<file path="src/design/dbg_macros.svh">
`ifndef DBG_MACROS_SVH
`define DBG_MACROS_SVH

// Serial bit period in clk cycles
`define DBG_CLKS_PER_BIT 8

// Loop passes of the core program
`define DBG_LOOP_COUNT 5

// Immediate added on each pass
`define DBG_ADD_STEP 3

// ASCII "done", last word of every report
`define DBG_REPORT_TAG 32'h646f6e65

`endif

</file>
<file path="src/design/dbg_pkg.sv">
package dbg_pkg;

    // One serial data byte
    typedef logic [7:0] uart_byte_t;

    // Core state as seen by the debug unit
    typedef struct packed {
        logic [31:0] pc;
        logic [31:0] cycle_count;          // Enabled cycles before halt
        logic [31:0] acc;
        logic        halted;               // Current instruction is HALT
    } core_status_t;

    // Accumulator core instruction set
    typedef enum logic [2:0] {
        LDI_ACC = 3'd0,                    // acc <= imm
        LDI_CNT = 3'd1,                    // cnt <= imm
        ADDI    = 3'd2,                    // acc <= acc + imm
        DJNZ    = 3'd3,                    // cnt--, jump to imm if nonzero
        HALT    = 3'd4
    } core_op_e;

endpackage

</file>
<file path="src/design/uart_rx.sv">
`timescale 1ns/1ps
`include "dbg_macros.svh"

module uart_rx import dbg_pkg::*; (
    input  logic       clk,
    input  logic       reset,
    input  logic       i_rx,
    input  logic       i_rx_clear,
    output logic       o_rx_ready,
    output uart_byte_t o_rx_data
);

    localparam int CLKS  = `DBG_CLKS_PER_BIT;
    localparam int CNT_W = $clog2(CLKS);

    typedef enum logic [1:0] {
        RX_IDLE,
        RX_START,
        RX_DATA,
        RX_STOP
    } rx_state_e;

    rx_state_e        state;
    logic [1:0]       rx_sync;
    logic [CNT_W-1:0] baud_cnt;
    logic [2:0]       bit_cnt;
    uart_byte_t       shift;
    logic             rx_bit;
    logic             bit_tick;

    assign rx_bit   = rx_sync[1];
    assign bit_tick = (baud_cnt == CNT_W'(CLKS - 1));   // Middle of a data or stop bit

    always_ff @(posedge clk or posedge reset) begin
        if (reset) begin
            rx_sync    <= 2'b11;
            state      <= RX_IDLE;
            baud_cnt   <= '0;
            bit_cnt    <= '0;
            o_rx_ready <= 1'b0;
        end else begin
            rx_sync <= {rx_sync[0], i_rx};
            if (i_rx_clear) begin
                o_rx_ready <= 1'b0;
            end
            case (state)
                RX_IDLE: begin
                    baud_cnt <= '0;
                    if (!rx_bit) begin
                        state <= RX_START;
                    end
                end
                RX_START: begin
                    if (baud_cnt == CNT_W'(CLKS / 2 - 1)) begin
                        baud_cnt <= '0;
                        bit_cnt  <= '0;
                        state    <= rx_bit ? RX_IDLE : RX_DATA;   // Glitch, not a start bit
                    end else begin
                        baud_cnt <= baud_cnt + 1'b1;
                    end
                end
                RX_DATA: begin
                    if (bit_tick) begin
                        baud_cnt <= '0;
                        bit_cnt  <= bit_cnt + 1'b1;
                        if (bit_cnt == 3'd7) begin
                            state <= RX_STOP;
                        end
                    end else begin
                        baud_cnt <= baud_cnt + 1'b1;
                    end
                end
                default: begin
                    if (bit_tick) begin
                        state <= RX_IDLE;
                        if (rx_bit) begin
                            o_rx_ready <= 1'b1;   // Wins over a clear in the same cycle
                        end
                    end else begin
                        baud_cnt <= baud_cnt + 1'b1;
                    end
                end
            endcase
        end
    end

    always_ff @(posedge clk) begin
        if (state == RX_DATA && bit_tick) begin
            shift <= {rx_bit, shift[7:1]};   // LSB first
        end
        if (state == RX_STOP && bit_tick && rx_bit) begin
            o_rx_data <= shift;
        end
    end

endmodule

</file>
<file path="src/design/uart_tx.sv">
`timescale 1ns/1ps
`include "dbg_macros.svh"

module uart_tx import dbg_pkg::*; (
    input  logic       clk,
    input  logic       reset,
    input  logic       i_tx_start,
    input  uart_byte_t i_tx_data,
    output logic       o_tx_done,
    output logic       o_tx
);

    localparam int CLKS  = `DBG_CLKS_PER_BIT;
    localparam int CNT_W = $clog2(CLKS);

    logic [CNT_W-1:0] baud_cnt;
    logic [3:0]       bit_cnt;                 // 0 start, 1..8 data, 9 stop
    logic [8:0]       frame;                   // Data bits then stop bit
    logic             bit_end;

    assign bit_end = (baud_cnt == CNT_W'(CLKS - 1));

    always_ff @(posedge clk or posedge reset) begin
        if (reset) begin
            o_tx_done <= 1'b1;
            o_tx      <= 1'b1;
            baud_cnt  <= '0;
            bit_cnt   <= '0;
        end else if (o_tx_done) begin
            if (i_tx_start) begin
                o_tx_done <= 1'b0;
                o_tx      <= 1'b0;             // Start bit
                baud_cnt  <= '0;
                bit_cnt   <= '0;
            end
        end else if (bit_end) begin
            baud_cnt <= '0;
            if (bit_cnt == 4'd9) begin
                o_tx_done <= 1'b1;             // Stop bit finished
            end else begin
                bit_cnt <= bit_cnt + 1'b1;
                o_tx    <= frame[0];
            end
        end else begin
            baud_cnt <= baud_cnt + 1'b1;
        end
    end

    always_ff @(posedge clk) begin
        if (o_tx_done && i_tx_start) begin
            frame <= {1'b1, i_tx_data};
        end else if (!o_tx_done && bit_end) begin
            frame <= {1'b1, frame[8:1]};
        end
    end

endmodule

</file>
<file path="src/design/acc_core.sv">
`timescale 1ns/1ps
`include "dbg_macros.svh"

module acc_core import dbg_pkg::*; (
    input  logic         clk,
    input  logic         reset,
    input  logic         i_core_reset,
    input  logic         i_core_enable,
    output core_status_t o_status
);

    logic [31:0] pc;
    logic [31:0] cycle_count;
    logic [31:0] acc;
    logic [31:0] cnt;
    logic [31:0] cnt_dec;
    logic [31:0] imm;
    core_op_e    op;
    logic        halted;

    // Program ROM
    always_comb begin
        case (pc)
            32'd0: begin
                op  = LDI_ACC;
                imm = 32'd0;
            end
            32'd1: begin
                op  = LDI_CNT;
                imm = 32'(`DBG_LOOP_COUNT);
            end
            32'd2: begin
                op  = ADDI;
                imm = 32'(`DBG_ADD_STEP);
            end
            32'd3: begin
                op  = DJNZ;
                imm = 32'd2;                   // Back to the ADDI
            end
            default: begin
                op  = HALT;
                imm = 32'd0;
            end
        endcase
    end

    assign halted  = (op == HALT);
    assign cnt_dec = cnt - 32'd1;

    always_ff @(posedge clk or posedge reset) begin
        if (reset) begin
            pc          <= '0;
            cycle_count <= '0;
            acc         <= '0;
            cnt         <= '0;
        end else if (i_core_reset) begin
            pc          <= '0;
            cycle_count <= '0;
            acc         <= '0;
            cnt         <= '0;
        end else if (i_core_enable && !halted) begin
            cycle_count <= cycle_count + 32'd1;
            pc          <= pc + 32'd1;
            case (op)
                LDI_ACC: acc <= imm;
                LDI_CNT: cnt <= imm;
                ADDI:    acc <= acc + imm;
                DJNZ: begin
                    cnt <= cnt_dec;
                    if (cnt_dec != 32'd0) begin
                        pc <= imm;
                    end
                end
                default: pc <= pc;
            endcase
        end
    end

    assign o_status = '{pc: pc, cycle_count: cycle_count, acc: acc, halted: halted};

endmodule

</file>
<file path="src/design/debug_unit.sv">
`timescale 1ns/1ps
`include "dbg_macros.svh"

module debug_unit import dbg_pkg::*; (
    input  logic         clk,
    input  logic         reset,
    input  logic         i_rx_ready,
    input  uart_byte_t   i_rx_data,
    output logic         o_rx_clear,
    input  logic         i_tx_done,
    output logic         o_tx_start,
    output uart_byte_t   o_tx_data,
    input  core_status_t i_core_status,
    output logic         o_core_reset,
    output logic         o_core_enable
);

    localparam uart_byte_t CMD_RUN  = 8'h72;   // 'r'
    localparam uart_byte_t CMD_STEP = 8'h73;   // 's'
    localparam uart_byte_t CMD_NEXT = 8'h6e;   // 'n'

    typedef enum logic [2:0] {
        ST_IDLE,
        ST_RUN,
        ST_STEP,
        ST_PREPARE,
        ST_SEND,
        ST_WAIT
    } dbg_state_e;

    dbg_state_e  state, state_next;
    logic        rx_clear_next;
    logic        tx_start_next;
    logic        core_reset_next;
    logic        core_enable_next;
    logic        step_mode, step_mode_next;
    logic [2:0]  word_cnt, word_cnt_next;   // Report word, 4 means finished
    logic [1:0]  byte_cnt, byte_cnt_next;   // Byte within the word
    logic [31:0] word_sr, word_sr_next;

    assign o_tx_data = word_sr[31:24];      // MSB first

    always_ff @(posedge clk or posedge reset) begin
        if (reset) begin
            state         <= ST_IDLE;
            o_rx_clear    <= 1'b0;
            o_tx_start    <= 1'b0;
            o_core_reset  <= 1'b1;
            o_core_enable <= 1'b0;
            step_mode     <= 1'b0;
            word_cnt      <= '0;
            byte_cnt      <= '0;
        end else begin
            state         <= state_next;
            o_rx_clear    <= rx_clear_next;
            o_tx_start    <= tx_start_next;
            o_core_reset  <= core_reset_next;
            o_core_enable <= core_enable_next;
            step_mode     <= step_mode_next;
            word_cnt      <= word_cnt_next;
            byte_cnt      <= byte_cnt_next;
        end
    end

    always_ff @(posedge clk) begin
        word_sr <= word_sr_next;
    end

    always_comb begin
        state_next       = state;
        rx_clear_next    = 1'b0;
        tx_start_next    = o_tx_start;
        core_reset_next  = o_core_reset;
        core_enable_next = o_core_enable;
        step_mode_next   = step_mode;
        word_cnt_next    = word_cnt;
        byte_cnt_next    = byte_cnt;
        word_sr_next     = word_sr;

        case (state)
            ST_IDLE: begin
                // Skip the byte whose clear is still in flight
                if (i_rx_ready && !o_rx_clear) begin
                    rx_clear_next = 1'b1;
                    case (i_rx_data)
                        CMD_RUN: begin
                            state_next      = ST_RUN;
                            step_mode_next  = 1'b0;
                            core_reset_next = 1'b1;
                        end
                        CMD_STEP: begin
                            state_next      = ST_STEP;
                            step_mode_next  = 1'b1;
                            core_reset_next = 1'b1;
                        end
                        default: state_next = ST_IDLE;
                    endcase
                end
            end
            ST_RUN: begin
                if (o_core_enable && i_core_status.halted) begin
                    core_enable_next = 1'b0;   // Core state stays frozen
                    state_next       = ST_PREPARE;
                end else begin
                    core_reset_next  = 1'b0;
                    core_enable_next = 1'b1;
                end
            end
            ST_STEP: begin
                core_reset_next = 1'b0;
                if (o_core_enable) begin
                    core_enable_next = 1'b0;   // Single enabled cycle
                    state_next       = ST_PREPARE;
                end else if (i_rx_ready && !o_rx_clear) begin
                    rx_clear_next = 1'b1;
                    if (i_rx_data == CMD_NEXT) begin
                        core_enable_next = 1'b1;
                    end
                end
            end
            ST_PREPARE: begin
                tx_start_next = 1'b1;
                byte_cnt_next = '0;
                word_cnt_next = word_cnt + 3'd1;
                state_next    = ST_SEND;
                case (word_cnt)
                    3'd0: word_sr_next = i_core_status.pc;
                    3'd1: word_sr_next = i_core_status.cycle_count;
                    3'd2: word_sr_next = i_core_status.acc;
                    3'd3: word_sr_next = `DBG_REPORT_TAG;
                    default: begin
                        tx_start_next = 1'b0;
                        word_cnt_next = '0;
                        if (step_mode && !i_core_status.halted) begin
                            state_next = ST_STEP;
                        end else begin
                            state_next = ST_IDLE;
                        end
                    end
                endcase
            end
            ST_SEND: begin
                if (!i_tx_done) begin
                    tx_start_next = 1'b0;   // Byte accepted
                    byte_cnt_next = byte_cnt + 2'd1;
                    state_next    = ST_WAIT;
                end
            end
            ST_WAIT: begin
                if (i_tx_done) begin
                    if (byte_cnt == 2'd0) begin
                        state_next = ST_PREPARE;   // Counter wrapped, word sent
                    end else begin
                        word_sr_next  = word_sr << 8;
                        tx_start_next = 1'b1;
                        state_next    = ST_SEND;
                    end
                end
            end
            default: state_next = ST_IDLE;
        endcase
    end

endmodule

</file>
<file path="src/design/debug_top.sv">
`timescale 1ns/1ps

module debug_top import dbg_pkg::*; (
    input  logic clk,
    input  logic reset,
    input  logic i_rx,
    output logic o_tx
);

    logic         rx_ready;
    logic         rx_clear;
    uart_byte_t   rx_data;
    logic         tx_done;
    logic         tx_start;
    uart_byte_t   tx_data;
    core_status_t core_status;
    logic         core_reset;
    logic         core_enable;

    uart_rx uart_rx_i (
        .clk        (clk),
        .reset      (reset),
        .i_rx       (i_rx),
        .i_rx_clear (rx_clear),
        .o_rx_ready (rx_ready),
        .o_rx_data  (rx_data)
    );

    uart_tx uart_tx_i (
        .clk        (clk),
        .reset      (reset),
        .i_tx_start (tx_start),
        .i_tx_data  (tx_data),
        .o_tx_done  (tx_done),
        .o_tx       (o_tx)
    );

    debug_unit debug_unit_i (
        .clk           (clk),
        .reset         (reset),
        .i_rx_ready    (rx_ready),
        .i_rx_data     (rx_data),
        .o_rx_clear    (rx_clear),
        .i_tx_done     (tx_done),
        .o_tx_start    (tx_start),
        .o_tx_data     (tx_data),
        .i_core_status (core_status),
        .o_core_reset  (core_reset),
        .o_core_enable (core_enable)
    );

    acc_core acc_core_i (
        .clk           (clk),
        .reset         (reset),
        .i_core_reset  (core_reset),
        .i_core_enable (core_enable),
        .o_status      (core_status)
    );

endmodule

</file>
<file path="config.mk">
export PLATFORM = sky130hd
export DESIGN_NAME = debug_top
export DESIGN_NICKNAME = d
export VERILOG_FILES = /design/src/design/dbg_pkg.sv /design/src/design/uart_rx.sv /design/src/design/uart_tx.sv /design/src/design/acc_core.sv /design/src/design/debug_unit.sv /design/src/design/debug_top.sv
export VERILOG_INCLUDE_DIRS = /design/src /design/src/design
export SDC_FILE = /design/constraint.sdc
export NUM_CORES = 1
export LEC_CHECK = 0
export BUFFER_PORTS_ARGS = -buffer_cell sky130_fd_sc_hd__buf_2
export CAP_MARGIN = 5
export CORE_MARGIN = 2
export CORE_UTILIZATION = 30
export DETAILED_ROUTE_END_ITERATION = 7
export PLACE_DENSITY = 0.44
export SLEW_MARGIN = 40
export SYNTH_ARGS = -nofsm -noshare
export SYNTH_HDL_FRONTEND = slang
export SYNTH_SLANG_ARGS = --single-unit
</file>
<file path="constraint.sdc">
create_clock -name clk -period 7.1 [get_ports clk]
set_input_delay 1.065 -clock clk [delete_from_list [all_inputs] [get_ports clk]]
set_output_delay 1.065 -clock clk [all_outputs]
set_load 0.01 [all_outputs]
</file>
==> metrics, run 1 <==
run status finished, violations left; failing checks DRC; Post-synth ARST share 0.742; hold path cells 0; CTS root buf clkbuf_16; DP HPWL 19.9 mm; power share of the combinational group 0.275; YS warnings 0; worst clock skew 0.0170 ns; Min-Delay Endpoint uart_rx_i.rx_sync[1]; Vias 8622; fillers 3846; synthesized instance count 1159; total congestion overflow 0; Max Cap Viol 0; diode count 0; worst slew pin tran 0.792 ns; Seq cells post-synth 217; total power 3760 µW; Setup WS pre-CTS 2.73 ns; beginning of the worst hold path uart_rx_i.rx_sync[0]; reg2reg setup slack 2.71 ns; first-pass GRT wire length 49.6 mm; Post-Synth Simple-Gate Area 0.221; layout cells sized above 1 0.0834; largest family of logic cells by synthesized area simple AND/OR/NAND/NOR gates; Synth Area in Adders 0.0360; worst reg2reg path startpoint acc_core_i.pc[27]; fin crit period 4.39 ns; Synth top area share 0.345; Synth area leader dfrtp_1; layout net count 1178; Synth Area in XOR/XNOR 0.0433; setup_tns 0 ns; Worst Setup Start Kind flop; Req. time, crit path 7.52 ns; average cell area after synthesis 9.76 µm²; Num CTS Buffers 26; final hold vios 0; PwrDens 296 nW/µm²; fmax 0.228 GHz; clock latency on the worst-skew pair 0.55 ns; Post-synth EDFFs 56; routed wire length 30.1 mm; Tcrit/Tclk final 0.618; sw frac 0.347; Clk network pwr share 0.349; IO Port Bufs 3; CTS H-tree lvls 1; GRT Util Overall 0.160; Die ar. 39300 µm²; Worst-path clk slew 0.06 ns; NetSw 1300 µW; Initial Utilization 0.303; CTS tree done; Hold Slack 0.354 ns; Placer Congestion 0.797; reg2reg end acc_core_i.acc[26]; leakage power 0.00507 µW; Pint 2460 µW; Hold-fix buffers, CTS 0; Slew headroom 0.468; P&R area growth vs syn 12.1%; post-CTS setup buffer count 0; DRC violations left 7; post-route setup slack 2.71 ns; pin count of the biggest net entering global routing 94; HP Class flop to flop; syn_nets 1194; Critical Path AT 4.82 ns; Synth Flop Type dfrtp_1; Final Max Slew Viols 0; WL/cell 18.0 µm; reg2reg path depth 14; std cell rows 71; commonest non-fill, non-tap cell in the layout dfrtp_1; PostCTS Resize Cnt 0; maximum vdd drop 0.210 mV; Worst setup EP type flop; Initial DRC Count 743; Seq/Total Area, Yosys 0.505; post-synthesis compound-gate area fraction 0.148; Die H 198 µm; main area contributors after synthesis dfrtp_1 (35%), edfxtp_1 (15%), nor2_1 (5.0%); Final Util 0.339; post-synthesis mux area share 0.00984; sequential share of power 0.376; vias in the first global route 8594; Die X 198 µm; multi-input logic area 5210 µm²; Reg area 5720 µm²; crit-path max FO 10; Unique masters post-synth 70; Final ANT Viol Nets 0; I/O pin count 4; synthesized cell area 11300 µm²; Crit Path Category flop to flop; Detailed Routing Iterations Pass 1 8; clock sinks 217; Max Root-Sink Buffers 3; final setup fails 0; RSZ-0062 raised after global routing false; CORE AREA 37400 µm²; commonest cells after routing, fill and taps aside dfrtp_1 (156), nor2_1 (149), nand2_1 (89); initial antenna violation count 0; post-DR vias/cell 5.15
[logic make-up after synthesis]
family | Yosys count
xor+xnor | 56
simple gates | 482
mux | 10
compound gates | 259
fa+ha+maj | 32
buf+inv | 103
flops | 217
[state kept, by name, indices dropped and copies added (netlist names), 3 cells and up]
| signal | cells |
|---|---|
| acc_core_i.acc | 32 |
| acc_core_i.cnt | 32 |
| acc_core_i.cycle_count | 32 |
| acc_core_i.pc | 32 |
| debug_unit_i.word_sr | 32 |
| uart_rx_i.o_rx_data | 8 |
| uart_rx_i.shift | 8 |
| uart_tx_i.frame | 8 |
| uart_tx_i.bit_cnt | 4 |
| debug_unit_i.state | 3 |
| debug_unit_i.word_cnt | 3 |
| uart_rx_i.baud_cnt | 3 |
| uart_rx_i.bit_cnt | 3 |
| uart_tx_i.baud_cnt | 3 |
[critical path, cell delays in order, from the launching register on]
cell     delay, ns
dfrtp_1       0.39
nor4_1        0.45
nand4_1       0.34
nor2_1        0.64
o21ai_0       0.30
inv_1         0.12
ha_1          0.17
inv_1         0.05
fa_1          0.40
nor2b_1       0.12
o21ai_1       0.20
nor4_1        0.67
nand4_1       0.19
xor2_1        0.16
nor2_1        0.05
[worst max-delay path by stage]
stage                      start            endpoint  slack [ns]  cells after the start
4_1_cts        acc_core_i.pc[27]  acc_core_i.acc[26]        2.71                     14
3_5_place_dp   acc_core_i.pc[27]  acc_core_i.acc[26]        2.73                     14
6_report       acc_core_i.pc[27]  acc_core_i.acc[26]        2.71                     14
2_1_floorplan              reset   acc_core_i.acc[0]        1.70                      1
3_3_place_gp   acc_core_i.pc[27]  acc_core_i.acc[30]        2.75                     14
5_1_grt        acc_core_i.pc[28]  acc_core_i.acc[26]        2.22                     14
[layout make-up]
class / instances / area share
timing repair buffer: 17 / 0.00977
tap: 511 / 0.0504
inverter: 42 / 0.0130
multi-input combinational: 839 / 0.411
clock buffer: 32 / 0.0555
clock inverter: 16 / 0.00947
sequential: 217 / 0.451
[cells in the mapped netlist, types with 19 or more instances]
| cell | count |
|---|---|
| a221oi_1 | 20 |
| edfxtp_1 | 56 |
| xor2_1 | 36 |
| nand3_1 | 41 |
| nor4_1 | 20 |
| nor3_1 | 23 |
| o21ai_0 | 90 |
| xnor2_1 | 20 |
| a31oi_1 | 20 |
| inv_1 | 41 |
| nand2_1 | 90 |
| nor2_1 | 150 |
| dfrtp_1 | 156 |
| a21oi_1 | 52 |
| and3_1 | 19 |
| ha_1 | 31 |
| nand4_1 | 29 |
| and2_1 | 32 |
| clkbuf_1 | 49 |
[power by group through the flow]
stage	Combinational, µW	Clock (µW)	Sequential [µW]
detailed placement	1040	0	1440
CTS	1050	1360	1420
finish	1030	1310	1420
global placement	1040	0	1440
floorplan	816	0	1400
global route	1180	1410	1430
[metrics by stage]
step	instance area [µm²]	instances
4_1_cts	12700	1674
3_5_place_dp	11900	1626
6_report	12700	1674
5_1_grt	12700	1674
2_1_floorplan	11300	1159
3_3_place_gp	11800	1626
[layer usage]
layer,up-vias,wire (µm),GRT usage
li1,4203,-,-
met1,4221,13900,0.217
met2,150,14300,0.264
met3,48,1200,0.0237
met4,0,736,0.0429
met5,-,0,0
Power figures use the tool's default switching activity.
==> inputs of run 2 (changes only) <==
--- a/config.mk
+++ b/config.mk
@@ -11,7 +11,7 @@
 export CORE_MARGIN = 2
 export CORE_UTILIZATION = 30
 export DETAILED_ROUTE_END_ITERATION = 7
-export PLACE_DENSITY = 0.44
+export PLACE_DENSITY = 0.45
 export SLEW_MARGIN = 40
 export SYNTH_ARGS = -nofsm -noshare
 export SYNTH_HDL_FRONTEND = slang
==> constraint.sdc (replaced) <==
create_clock -name clk -period 3.6 [get_ports clk]
set_input_delay 0.54 -clock clk [delete_from_list [all_inputs] [get_ports clk]]
set_output_delay 0.54 -clock clk [all_outputs]
set_load 0.01 [all_outputs]
==> metrics, run 2 (synthesis results as in run 1) <==
Clk network pwr share 0.331 (-0.018); worst reg2reg path startpoint acc_core_i.pc[12]; WL/cell 17.3 µm (-3.8%); Req. time, crit path 4.01 ns (-3.51 ns); Worst Setup Start Kind flop; sequential share of power 0.374 (-0.002); DP HPWL 20.5 mm (+3.3%); post-DR vias/cell 5.11 (-0.74%); Final ANT Viol Nets 0 (unchanged); Pint 4830 µW (+97%); fin crit period 3.35 ns (-1.04 ns); maximum vdd drop 0.457 mV (+120%); NetSw 2610 µW (+100%); reg2reg end acc_core_i.acc[16]; Max Root-Sink Buffers 3 (unchanged); run status complete, no violations; PwrDens 571 nW/µm² (+93%); IO Port Bufs 3 (unchanged); clock latency on the worst-skew pair 0.54 ns (about the same); power share of the combinational group 0.294 (+0.019); Final Max Slew Viols 0 (unchanged); RSZ-0062 raised after global routing false; final std cells w/o fill 1719 (+2.7%); Critical Path AT 3.77 ns (-1.05 ns); P&R area growth vs syn 15.3%; Placer Congestion 0.791 (-0.74%); pin count of the biggest net entering global routing 76 (-19%); diode count 0 (unchanged); Max Cap Viol 0 (unchanged); post-CTS setup buffer count 0 (unchanged); worst clock skew 0.0112 ns (-0.00577 ns); CTS tree done; crit-path max FO 5 (-5); Num CTS Buffers 26 (unchanged); layout cells sized above 1 0.122 (+0.0383); CTS root buf clkbuf_16; vias in the first global route 8437 (-1.8%); commonest cells after routing, fill and taps aside dfrtp_1 (156), nor2_1 (149), nand2_1 (90); DRC violations left 0 (-7); sw frac 0.351 (+0.00384); routed wire length 29.7 mm (-1.2%); layer with the highest usage met2; I/O pin count 4 (unchanged); layout net count 1223 (+3.8%); worst slew pin tran 0.651 ns (-0.141 ns); reg2reg setup slack 0.25 ns (-2.46 ns); total congestion overflow 0 (unchanged); CTS H-tree lvls 1 (unchanged); met2 Resource Use GR 0.253 (-0.0108); Initial Utilization 0.303 (unchanged); Vias 8788 (+1.9%); setup_tns 0 ns (unchanged); fmax 0.298 GHz (+31%); HP Class input pin to asynchronous set/reset pin; Die H 198 µm (unchanged); final setup fails 0 (unchanged); Die ar. 39300 µm² (unchanged); placed cell count 1671 (+2.8%); first-pass GRT wire length 48.8 mm (-1.7%); Initial DRC Count 563 (-24%); Worst-path clk slew 0.06 ns (about the same); Slew headroom 0.566 (+0.0978); met1 usage 0.220 (+0.00299); leakage power 0.00532 µW (+4.9%); PostCTS Resize Cnt 0 (unchanged); initial antenna violation count 0 (unchanged); Detailed Routing Iterations Pass 1 7 (-1); GRT Util Overall 0.156 (-0.00363); CORE AREA 37400 µm² (unchanged); Die X 198 µm (unchanged); Worst setup EP type flop; Crit Path Category flop to flop; commonest non-fill, non-tap cell in the layout dfrtp_1; clock sinks 217 (unchanged); std cell rows 71 (unchanged); met3 Track Usage GR 0.0194 (-0.00426); Hold-fix buffers, CTS 0 (unchanged); final hold vios 0 (unchanged); reg2reg path depth 16 (+2); Tcrit/Tclk final 0.931 (+0.313)
## run 2: changes by cell type in the layout (fill, tap and decap cells not counted), moves of 4 or more
| cell | previous run | this run |
|---|---|---|
| buf_4 | 13 | 58 |
| clkinv_1 | 11 | 2 |
| clkbuf_1 | 4 | 12 |
| clkinv_2 | 3 | 7 |
| nor4_1 | 20 | 16 |
| nor4_4 | 4 | 8 |
## run 2: metal layers
metal | part of all wire | up-vias
li1 | - | 4282
met1 | 0.48 | 4315
met2 | 0.47 | 148
met3 | 0.030 | 43
met4 | 0.021 | 0
met5 | 0 | -
## run 2: power groups by stage
stage               combinational [µW]  sequential (µW)  clock [µW]
global placement                  2190             2840           0
detailed placement                2170             2830           0
CTS                               2190             2790        2540
floorplan                         1610             2760           0
finish                            2190             2790        2470
global route                      2440             2810        2640
## run 2: layout make-up
class / instances / area [µm²]
sequential: 217 / 5720
timing repair buffer: 62 / 470
tap: 511 / 639
multi-input combinational: 839 / 5270
fill: 3826 / 24400
clock inverter: 10 / 85.1
clock buffer: 38 / 696
inverter: 42 / 161
## run 2: per-stage QoR
| stage | power [µW] | worst slack (ns) | area, µm² | hold WS [ns] | util |
|---|---|---|---|---|---|
| floorplan | 4370 | 0.318 | 11300 | 0.345 | - |
| global placement | 5030 | 0.0767 | 12200 | 0.347 | 0.326 |
| detailed placement | 5000 | 0.0582 | 12200 | 0.348 | 0.326 |
| CTS | 7520 | 0.0312 | 13000 | 0.0213 | 0.347 |
| global route | 7890 | 0.00581 | 13000 | 0.0554 | 0.349 |
| finish | 7440 | 0.247 | 13000 | 0.0290 | 0.349 |
## run 2: worst max-delay path by stage
stage	start	end	slack, ns	cells after the start
3_3_place_gp	acc_core_i.pc[12]	acc_core_i.acc[19]	0.08	16
5_1_grt	acc_core_i.pc[12]	acc_core_i.acc[16]	0.006	16
2_1_floorplan	acc_core_i.pc[24]	acc_core_i.acc[26]	0.32	14
4_1_cts	acc_core_i.pc[27]	acc_core_i.acc[19]	0.03	15
6_report	acc_core_i.pc[12]	acc_core_i.acc[16]	0.25	16
3_5_place_dp	acc_core_i.pc[27]	acc_core_i.acc[19]	0.06	15
## run 2: worst max-delay path, cell delays in order, from the launching register on
cell     delay [ns]
dfrtp_1        0.40
nor4_4         0.31
buf_4          0.16
nand4_1        0.15
nor2_2         0.15
o21ai_0        0.15
inv_1          0.09
ha_1           0.16
inv_1          0.05
fa_1           0.40
nor2b_1        0.13
o21ai_0        0.09
buf_4          0.18
or4_1          0.42
nor2b_1        0.15
o21ai_0        0.16
o41ai_1        0.09
